## src/pipe_consts.svh

```systemverilog
`ifndef PIPE_CONSTS_SVH
`define PIPE_CONSTS_SVH

// register index and instruction word widths
`define PIPE_REG_W     5
`define PIPE_INSTR_W   32

// major opcodes, bits [6:0] of the instruction word
`define PIPE_OP_NOP    7'b0000000  // bubble, all-zero word
`define PIPE_OP_R      7'b0110011
`define PIPE_OP_I      7'b0010011
`define PIPE_OP_LOAD   7'b0000011
`define PIPE_OP_STORE  7'b0100011
`define PIPE_OP_B      7'b1100011
`define PIPE_OP_JAL    7'b1101111
`define PIPE_OP_JALR   7'b1100111
`define PIPE_OP_MEM    7'b0001011  // shifted immediates

`endif

```

## src/pipe_pkg.sv

```systemverilog
`include "pipe_consts.svh"

package pipe_pkg;

	typedef enum logic [6:0] {
		NOP   = `PIPE_OP_NOP,
		R     = `PIPE_OP_R,
		I     = `PIPE_OP_I,
		LOAD  = `PIPE_OP_LOAD,
		STORE = `PIPE_OP_STORE,
		B     = `PIPE_OP_B,
		JAL   = `PIPE_OP_JAL,
		JALR  = `PIPE_OP_JALR,
		MEM   = `PIPE_OP_MEM
	} opcode_t;

	typedef logic [`PIPE_REG_W-1:0] r_t;
	localparam r_t X0 = '0;  // hardwired zero register

	// decoded instruction, only the fields hazard detection looks at
	typedef struct packed {
		opcode_t opcode;
		r_t      rd;
		r_t      rs1;
		r_t      rs2;
		logic    wr_rd;  // writes rd back to the register file
	} instr_t;

	typedef enum logic [1:0] {
		RS_SEL, EX_EX_FWD_SEL, MEM_EX_FWD_SEL, MEM_MEM_FWD_SEL
	} fwd_sel_t;

	typedef enum logic [1:0] {
		B_RS_SEL, B_EX_SEL, B_MEM_SEL, B_WB_SEL
	} branch_fwd_t;

	typedef enum logic [1:0] {
		RS_STORE_SEL, EX_ID_STORE_SEL, MEM_ID_STORE_SEL, WB_ID_STORE_SEL
	} store_fwd_t;

endpackage

```

## src/instr_decode.sv

```systemverilog
`include "pipe_consts.svh"

module instr_decode (
	input  logic [`PIPE_INSTR_W-1:0] word,
	output pipe_pkg::instr_t         instr
);

	logic [6:0] op;
	logic       known;  // opcode is in the supported set

	assign op = word[6:0];

	always_comb begin
		case (op)
			`PIPE_OP_R, `PIPE_OP_I, `PIPE_OP_MEM, `PIPE_OP_LOAD,
			`PIPE_OP_STORE, `PIPE_OP_B, `PIPE_OP_JAL, `PIPE_OP_JALR: known = 1'b1;
			default: known = 1'b0;
		endcase
	end

	always_comb begin
		instr = '0;  // unknown words become a bubble
		if (known) begin
			instr.opcode = pipe_pkg::opcode_t'(op);
			instr.rd     = word[11:7];
			instr.rs1    = word[19:15];
			instr.rs2    = word[24:20];
		end
		if (instr.opcode == pipe_pkg::JAL) begin
			instr.rs1 = pipe_pkg::X0;  // jal has no register source
		end
		// rs2 only exists for register-register, store and branch
		if (!(instr.opcode inside {pipe_pkg::R, pipe_pkg::STORE, pipe_pkg::B})) begin
			instr.rs2 = pipe_pkg::X0;
		end
		instr.wr_rd = instr.opcode inside {pipe_pkg::R, pipe_pkg::I, pipe_pkg::MEM,
			pipe_pkg::LOAD, pipe_pkg::JAL, pipe_pkg::JALR};
	end

endmodule

```

## src/pipe_stage.sv

```systemverilog
module pipe_stage #(
	parameter type payload_t = logic
) (
	input  logic     clk,
	input  logic     rst_n,
	input  logic     hold,     // keep current contents
	input  logic     flush,    // kill the incoming instruction
	input  logic     up_hold,  // upstream register is frozen this cycle
	input  payload_t din,
	output payload_t dout
);

	// all-zero payload is the bubble
	always_ff @(posedge clk or negedge rst_n) begin
		if (!rst_n) begin
			dout <= '0;
		end else if (hold) begin
			dout <= dout;
		end else if (flush || up_hold) begin
			dout <= '0;  // upstream frozen, so it must not be duplicated
		end else begin
			dout <= din;
		end
	end

endmodule

```

## src/mem_access.sv

```systemverilog
module mem_access (
	input  logic             clk,
	input  logic             rst_n,
	input  pipe_pkg::instr_t instr_m,
	input  logic             mem_ack,
	output logic             mem_req,
	output logic             mem_we,
	output logic             mem_access_done
);

	typedef enum logic [1:0] {
		IDLE,
		WAIT_ACK_HI,  // req high, waiting for ack
		WAIT_ACK_LO   // req dropped, waiting for ack release
	} state_t;

	state_t state;
	logic   is_mem;

	assign is_mem = (instr_m.opcode == pipe_pkg::LOAD) || (instr_m.opcode == pipe_pkg::STORE);

	always_ff @(posedge clk or negedge rst_n) begin
		if (!rst_n) begin
			state           <= IDLE;
			mem_access_done <= 1'b0;
		end else begin
			mem_access_done <= 1'b0;
			case (state)
				IDLE: begin
					// done pulse still up means M holds the finished access
					if (is_mem && !mem_access_done) state <= WAIT_ACK_HI;
				end
				WAIT_ACK_HI: if (mem_ack) state <= WAIT_ACK_LO;
				WAIT_ACK_LO: begin
					if (!mem_ack) begin
						state           <= IDLE;
						mem_access_done <= 1'b1;  // M is released next edge
					end
				end
				default: state <= IDLE;
			endcase
		end
	end

	assign mem_req = (state == WAIT_ACK_HI);
	assign mem_we  = (instr_m.opcode == pipe_pkg::STORE);

endmodule

```

## src/hazard_ctrl.sv

```systemverilog
module hazard_ctrl (
	input  pipe_pkg::instr_t      instr_d,
	input  pipe_pkg::instr_t      instr_x,
	input  pipe_pkg::instr_t      instr_m,
	input  pipe_pkg::instr_t      instr_w,
	input  logic                  sdram_init_done,
	input  logic                  mem_access_done,
	input  logic                  branch_actual,  // branch in D resolves taken

	output pipe_pkg::fwd_sel_t    fwd_a,
	output pipe_pkg::fwd_sel_t    fwd_b,
	output pipe_pkg::fwd_sel_t    fwd_m2m,
	output pipe_pkg::branch_fwd_t fwd_rs1,
	output pipe_pkg::branch_fwd_t fwd_rs2,
	output pipe_pkg::store_fwd_t  fwd_store,
	output logic                  stall_front,
	output logic                  stall_back,
	output logic                  flush_front
);

	// producer ins writes register src, x0 never counts
	function automatic logic writes(input pipe_pkg::instr_t ins, input pipe_pkg::r_t src);
		return ins.wr_rd && (ins.rd != pipe_pkg::X0) && (ins.rd == src);
	endfunction

	logic x_reads_rs1, x_reads_rs2;  // alu operands actually used in X
	logic hz_exex_a, hz_exex_b;      // M result to X
	logic hz_mex_a, hz_mex_b;        // W result to X
	logic hz_m2m;                    // W load data into M store data

	assign x_reads_rs1 = instr_x.opcode inside {pipe_pkg::R, pipe_pkg::I, pipe_pkg::MEM,
		pipe_pkg::LOAD, pipe_pkg::STORE, pipe_pkg::B, pipe_pkg::JALR};
	assign x_reads_rs2 = instr_x.opcode inside {pipe_pkg::R, pipe_pkg::B};

	always_comb begin
		hz_exex_a = x_reads_rs1 && writes(instr_m, instr_x.rs1);
		hz_exex_b = x_reads_rs2 && writes(instr_m, instr_x.rs2);
		// the newer value from M wins over W
		hz_mex_a  = x_reads_rs1 && !hz_exex_a && writes(instr_w, instr_x.rs1);
		hz_mex_b  = x_reads_rs2 && !hz_exex_b && writes(instr_w, instr_x.rs2);
		hz_m2m    = (instr_m.opcode == pipe_pkg::STORE) && writes(instr_w, instr_m.rs2);
	end

	always_comb begin
		if (hz_exex_a) begin
			fwd_a = pipe_pkg::EX_EX_FWD_SEL;
		end else if (hz_mex_a) begin
			fwd_a = pipe_pkg::MEM_EX_FWD_SEL;
		end else begin
			fwd_a = pipe_pkg::RS_SEL;
		end

		if (hz_exex_b) begin
			fwd_b = pipe_pkg::EX_EX_FWD_SEL;
		end else if (hz_mex_b) begin
			fwd_b = pipe_pkg::MEM_EX_FWD_SEL;
		end else begin
			fwd_b = pipe_pkg::RS_SEL;
		end

		fwd_m2m = hz_m2m ? pipe_pkg::MEM_MEM_FWD_SEL : pipe_pkg::RS_SEL;
	end

	logic pc_change;  // branch or jump sitting in D
	logic jump;
	logic d_store;

	assign jump      = (instr_d.opcode == pipe_pkg::JAL) || (instr_d.opcode == pipe_pkg::JALR);
	assign pc_change = jump || (instr_d.opcode == pipe_pkg::B);
	assign d_store   = (instr_d.opcode == pipe_pkg::STORE);

	// compare operands in D pick the youngest producer
	always_comb begin
		fwd_rs1 = pipe_pkg::B_RS_SEL;
		fwd_rs2 = pipe_pkg::B_RS_SEL;
		if (pc_change) begin
			if (writes(instr_x, instr_d.rs1)) fwd_rs1 = pipe_pkg::B_EX_SEL;
			else if (writes(instr_m, instr_d.rs1)) fwd_rs1 = pipe_pkg::B_MEM_SEL;
			else if (writes(instr_w, instr_d.rs1)) fwd_rs1 = pipe_pkg::B_WB_SEL;

			if (writes(instr_x, instr_d.rs2)) fwd_rs2 = pipe_pkg::B_EX_SEL;
			else if (writes(instr_m, instr_d.rs2)) fwd_rs2 = pipe_pkg::B_MEM_SEL;
			else if (writes(instr_w, instr_d.rs2)) fwd_rs2 = pipe_pkg::B_WB_SEL;
		end
	end

	// store data for the store in D
	always_comb begin
		fwd_store = pipe_pkg::RS_STORE_SEL;
		if (d_store) begin
			if (writes(instr_x, instr_d.rs2)) fwd_store = pipe_pkg::EX_ID_STORE_SEL;
			else if (writes(instr_m, instr_d.rs2)) fwd_store = pipe_pkg::MEM_ID_STORE_SEL;
			else if (writes(instr_w, instr_d.rs2)) fwd_store = pipe_pkg::WB_ID_STORE_SEL;
		end
	end

	logic load_x, load_m;
	logic load_hz;  // load result not ready for the compare in D

	assign load_x = (instr_x.opcode == pipe_pkg::LOAD) &&
		(writes(instr_x, instr_d.rs1) || writes(instr_x, instr_d.rs2));
	assign load_m = (instr_m.opcode == pipe_pkg::LOAD) &&
		(writes(instr_m, instr_d.rs1) || writes(instr_m, instr_d.rs2));
	assign load_hz = pc_change && (load_x || load_m);

	assign stall_back = ((instr_m.opcode == pipe_pkg::LOAD) ||
		(instr_m.opcode == pipe_pkg::STORE)) && !mem_access_done;

	assign stall_front = stall_back || !sdram_init_done || load_hz;

	// drop the word fetched behind a redirect
	assign flush_front = jump || ((instr_d.opcode == pipe_pkg::B) && branch_actual);

endmodule

```

## src/pipe_ctrl_top.sv

```systemverilog
`include "pipe_consts.svh"

module pipe_ctrl_top (
	input  logic                     clk,
	input  logic                     rst_n,
	input  logic [`PIPE_INSTR_W-1:0] instr_f,
	input  logic                     sdram_init_done,
	input  logic                     branch_actual,
	input  logic                     mem_ack,

	output pipe_pkg::fwd_sel_t       fwd_a,
	output pipe_pkg::fwd_sel_t       fwd_b,
	output pipe_pkg::fwd_sel_t       fwd_m2m,
	output pipe_pkg::branch_fwd_t    fwd_rs1,
	output pipe_pkg::branch_fwd_t    fwd_rs2,
	output pipe_pkg::store_fwd_t     fwd_store,
	output logic                     stall_front,
	output logic                     stall_back,
	output logic                     flush_front,
	output logic                     mem_req,
	output logic                     mem_we,
	output pipe_pkg::r_t             wb_rd,
	output logic                     wb_wr
);

	logic [`PIPE_INSTR_W-1:0] word_d;
	pipe_pkg::instr_t         instr_d, instr_x, instr_m, instr_w;
	logic                     mem_access_done;

	pipe_stage #(.payload_t(logic [`PIPE_INSTR_W-1:0])) u_if_id (
		.clk, .rst_n, .hold(stall_front), .flush(flush_front), .up_hold(1'b0),
		.din(instr_f), .dout(word_d));

	instr_decode u_decode (.word(word_d), .instr(instr_d));

	// front stall keeps D and sends a bubble into X so a load ahead can drain
	pipe_stage #(.payload_t(pipe_pkg::instr_t)) u_id_ex (
		.clk, .rst_n, .hold(stall_back), .flush(1'b0), .up_hold(stall_front),
		.din(instr_d), .dout(instr_x));

	pipe_stage #(.payload_t(pipe_pkg::instr_t)) u_ex_mem (
		.clk, .rst_n, .hold(stall_back), .flush(1'b0), .up_hold(stall_back),
		.din(instr_x), .dout(instr_m));

	pipe_stage #(.payload_t(pipe_pkg::instr_t)) u_mem_wb (
		.clk, .rst_n, .hold(stall_back), .flush(1'b0), .up_hold(stall_back),
		.din(instr_m), .dout(instr_w));

	mem_access u_mem (
		.clk, .rst_n, .instr_m, .mem_ack, .mem_req, .mem_we, .mem_access_done);

	hazard_ctrl u_hazard (
		.instr_d, .instr_x, .instr_m, .instr_w,
		.sdram_init_done, .mem_access_done, .branch_actual,
		.fwd_a, .fwd_b, .fwd_m2m, .fwd_rs1, .fwd_rs2, .fwd_store,
		.stall_front, .stall_back, .flush_front);

	assign wb_rd = instr_w.rd;     // register file write port
	assign wb_wr = instr_w.wr_rd;

endmodule

```

## config.mk

```make
export PLATFORM = sky130hd
export DESIGN_NAME = pipe_ctrl_top
export DESIGN_NICKNAME = d
export VERILOG_FILES = /design/src/pipe_pkg.sv /design/src/instr_decode.sv /design/src/pipe_stage.sv /design/src/mem_access.sv /design/src/hazard_ctrl.sv /design/src/pipe_ctrl_top.sv
export VERILOG_INCLUDE_DIRS = /design/src
export SDC_FILE = /design/constraint.sdc
export NUM_CORES = 1
export LEC_CHECK = 0
export BUFFER_PORTS_ARGS = -buffer_cell sky130_fd_sc_hd__buf_2
export CORE_MARGIN = 2
export CORE_UTILIZATION = 55
export DETAILED_ROUTE_END_ITERATION = 10
export PLACE_DENSITY_LB_ADDON = 0.3
export SLEW_MARGIN = 10
export SYNTH_ARGS = -nofsm -noshare
export SYNTH_HDL_FRONTEND = slang
export SYNTH_HIERARCHICAL = 1
export SYNTH_SLANG_ARGS = --single-unit
```

## constraint.sdc

```tcl
create_clock -name clk -period 4.6 [get_ports clk]
set_clock_uncertainty 0.1 [all_clocks]
set_input_delay 0.23 -clock clk [delete_from_list [all_inputs] [get_ports clk]]
set_output_delay 0.23 -clock clk [all_outputs]
set_load 0.005 [all_outputs]
```

; Word-level counts from Yosys, hierarchy flattened
; Index checks and enable logic that the tools add are counted.
[classes]
reduce_logical = 49
n_mux = 26
n_eq_ne = 41
[op_table]
columns = operator, n
row1 = == test 7 bit (second input constant), 8
row2 = == test 5 bit, 11
row3 = == test 7 x 6 -> 1 bit (second input constant), 7
row4 = two-way mux 2 bit, 17
row5 = == test 7 x 2 -> 1 bit (second input constant), 4
row6 = logical AND 1 bit, 26
row7 = two-way mux 25 bit, 1
row8 = two-way mux 23 bit, 1
row9 = two-way mux 22 bit, 1
row10 = == test 7 x 4 -> 1 bit (second input constant), 3
row11 = == test 7 x 5 -> 1 bit (second input constant), 3
row12 = nonzero test 5 bit, 3
row13 = two-way mux 5 bit, 2
row14 = logical OR 1 bit, 9
row15 = OR reduction 8 bit, 1
row16 = nonzero test 7 bit, 1
row17 = case mux 2 bit (3 select lines), 1
row18 = nonzero test 6 bit, 1
row19 = logical NOT 1 bit, 4
row20 = inequality test 2 bit (second input constant), 2
row21 = two-way mux 1 bit, 3
row22 = AND reduction 3 bit, 1
row23 = nonzero test 3 bit, 1
row24 = == test 2 x 1 -> 1 bit (second input constant), 1
row25 = other kinds (4), 4
[totals]
register_bits = 75
wordCells = 130
out_inout_bits = 23

; Logic depth before layout (Yosys ltp)
[logic_depth]
word_depth = 15
ltp_mapped = 14
depth_no_buf = 11

; By module
; Netlist, hierarchy kept.
[by_module_without_submodules]
columns = mod, cells_per_inst, instances, area_each_um2
row1 = pipe_stage at u_ex_mem ..., 77, 3, 991.0
row2 = pipe_stage at u_if_id, 107, 1, 1370.1
row3 = hazard_ctrl, 142, 1, 1084.8
row4 = instr_decode, 41, 1, 261.5
row5 = mem_access, 12, 1, 153.9
row6 = pipe_ctrl_top, 1, 1, 3.8

; Worst setup path after synthesis
; OpenSTA, ideal clock, no wires.
[synth_path]
path_type = register to register
startpoint = register u_if_id/dout[2] in the netlist's numbering
endpoint = register u_if_id/dout[4] in the netlist's numbering
synth_period_minus_slack_ns = 3.046
path_buffers = 3
t_arrival_ns = 2.825
stages_incl_launch_ff = 15
slack_ns = 1.554
path_cell_list = dfrtp_1 > nor2b_1 > nor3_2 > or3_4 > and3_1 > nor2b_1 > or3b_1 > clkbuf_1 > nor3_1 > o21ai_0 > nand3_1 > buf_6 > buf_2 > nor2b_1 > a22o_1
[synth_lines]
columns = item, line_no
row1 = "start, declared", pipe_stage.sv:10  ; output payload_t dout
row2 = "start signal, assigned", pipe_stage.sv:18  ; dout <= dout;
row3 = "start signal, assigned", pipe_stage.sv:22  ; dout <= din;

==> impl_metrics.ini <==
[status]
status = finished with violations
violations = hold timing

[placement]
hpwl_um = 6370
port_buffers = 49
place_congestion = 0.863

[die]
rows = 33
core_um2 = 8130
die_w_um = 95.1
die_h_um = 95.1
start_util_pct = 56.1
ioPinCount = 60
die_area_um2 = 9040

[logic_synthesis]
netlist_instances = 438
syn_area_um2 = 4560
syn_area_per_cell_um2 = 10.4
yosysWarningCount = 6

[drt]
wirelength_um = 9090
wl_per_cell_um = 15.9
ant_nets = 0
avgViaCountPerCell = 5.53
remaining_drc_errors = 0
vias = 3151
dr.pass1.iters = 4
drt-initial-drc-count = 201

[critical_path]
cp-start-kind = flip-flop
critPathMaxFanout = 21
r2r_slack_ns = 0.61
cp-end-kind = output pin
crit_type = flip-flop to output pin
worstPathArrival_ns = 3.77
cp.required_ns = 4.27

[timing]
final-setup-viol-count = 0
maxSlewHeadroom_pct = 32.6
tightest_slew_ns = 1.01
fin_crit_ns = 4.10
fin_hold_ws_ns = -0.0236
fmax_mhz = 244
hold_violations = 16
slew_violations = 0
fin_tns_setup_ns = 0
rsz0062_at_grt = no
timing.final.crit_share_pct = 89.2

[finish]
syn_to_final_growth_pct = 5.35
n_antenna_cell = 0
drive_gt1_share_pct = 20.0
nets = 499

[global_route]
grt.total_usage_pct = 21.6
grt_pass1_wl_um = 14800
grt_max_degree = 73
grt_pass1_vias = 2931
antenna_found_initial = 0
grt.overflow.total = 0

[clock_tree]
cts_tree = built
cts.path.max_buffers = 2
clk_latency_ns = 0.35
clk_pin_slew_ns = 0.07
cts_max_level = 3
post_cts_resized = 0
clkSinkCount = 72
cts_buffers = 9
cts-root-buf = clkbuf_8

[power_and_ir_drop]
p_per_area_nw_per_um2 = 245
ir_drop_mv = 0.133
seqPwrFrac_pct = 56.2
p_sw_w = 0.000288
power.leakage_nw = 2.37
total_power_w = 0.00118
power_frac_comb_pct = 7.4
switching_share_pct = 24.4
clkPwrFrac_pct = 36.3
p_int_w = 0.000892

[worst_hold_path]
hp-class = input port to asynchronous set/reset pin

[run]
max_cap_violations = 0
[power groups by stage]
| stage | clock network (W) | logic (W) | registers, W |
|---|---|---|---|
| floorplan | 0 | 0.0000625 | 0.000670 |
| global placement | 0 | 0.0000857 | 0.000675 |
| detailed placement | 0 | 0.0000881 | 0.000676 |
| CTS | 0.000435 | 0.0000887 | 0.000663 |
| global route | 0.000470 | 0.0000989 | 0.000666 |
| finish | 0.000428 | 0.0000879 | 0.000664 |
[path summary, 6_finish.rpt]
path | depth (start not counted) | startpoint | end
min in group clk | 3 | instr_f[1] | u_if_id/dout[1]$_DFFE_PN0N_
worst min-delay path | 2 | rst_n | u_mem_wb/dout[15]$_DFFE_PN0N_
worst min register to register | 1 | u_if_id/dout[9]$_DFFE_PN0N_ | u_if_id/dout[9]$_DFFE_PN0N_
worst max-delay path | 10 | u_if_id/dout[6]$_DFFE_PN0N_ | stall_front
worst max register to register | 9 | u_if_id/dout[6]$_DFFE_PN0N_ | u_id_ex/dout[10]$_DFFE_PN0N_
max in group asynchronous | 2 | rst_n | u_if_id/dout[7]$_DFFE_PN0N_
[layer usage]
metal	GRT usage [%]	vias up	part of all wire, %
met2	35.2	81	47
met5	0	-	0
li1	-	1579	-
met1	28.6	1475	47
met4	7.73	0	2.0
met3	4.66	16	4.0
[layout make-up]
cell class	count	area, µm²
tap	105	131
sequential	72	1800
fill	725	3330
multi-input combinational	319	2390
clock inverter	3	20.0
clock buffer	11	141
timing repair buffer	57	308
inverter	3	11.3
[cell usage in the layout, fill, tap and decap left out, types with 2 or more instances in the layout]
cell,instances
nor3b_1,7
inv_1,3
buf_2,49
or4_4,2
dfrtp_1,72
nand3_1,11
nor3_1,6
nor2b_1,74
a22o_1,69
buf_4,7
nor4_1,9
xor2_1,23
nand4b_1,3
nand2_1,9
nor2_1,11
or3b_1,2
nor2_2,4
a21oi_2,2
and3_1,9
and2_1,6
o21ai_4,2
nor4_2,4
conb_1,4
xnor2_1,33
o21ai_1,2
clkinvlp_4,2
clkbuf_8,10
or4_1,4
[timing repair]
action                                 CTS  global route
buffers inserted                         0             0
hold buffers                             1             0
endpoints found under the hold margin    1             0
[sequential cells by signal, indices dropped and copies added, names as in the netlist]
| name | flops |
|---|---|
| u_if_id/dout | 22 |
| u_mem/state | 2 |
| u_mem_wb/dout | 6 |
| u_mem/mem_access_done | 1 |
| u_ex_mem/dout | 18 |
| u_id_ex/dout | 23 |
[through the flow]
stage          cells  cell area (µm²)  utilization (%)  setup WS [ns]
2_1_floorplan    441             4580                -           1.58
3_3_place_gp     555             4640             57.0          0.736
3_5_place_dp     555             4640             57.0          0.724
4_1_cts          570             4810             59.1          0.464
5_1_grt          570             4810             59.1          0.119
6_report         570             4810             59.1          0.495
[critical path, cell delays in order (launching register included)]
cell and delay (ns):
dfrtp_1 0.47, nor3_1 0.42, o31ai_2 0.23, nor3b_1 0.61
xnor2_1 0.20, nand3_1 0.11, nor4_2 0.45, o21ai_1 0.10
nand3_1 0.37, buf_4 0.31, buf_2 0.15
No activity file was read; power rests on OpenSTA's default activity.
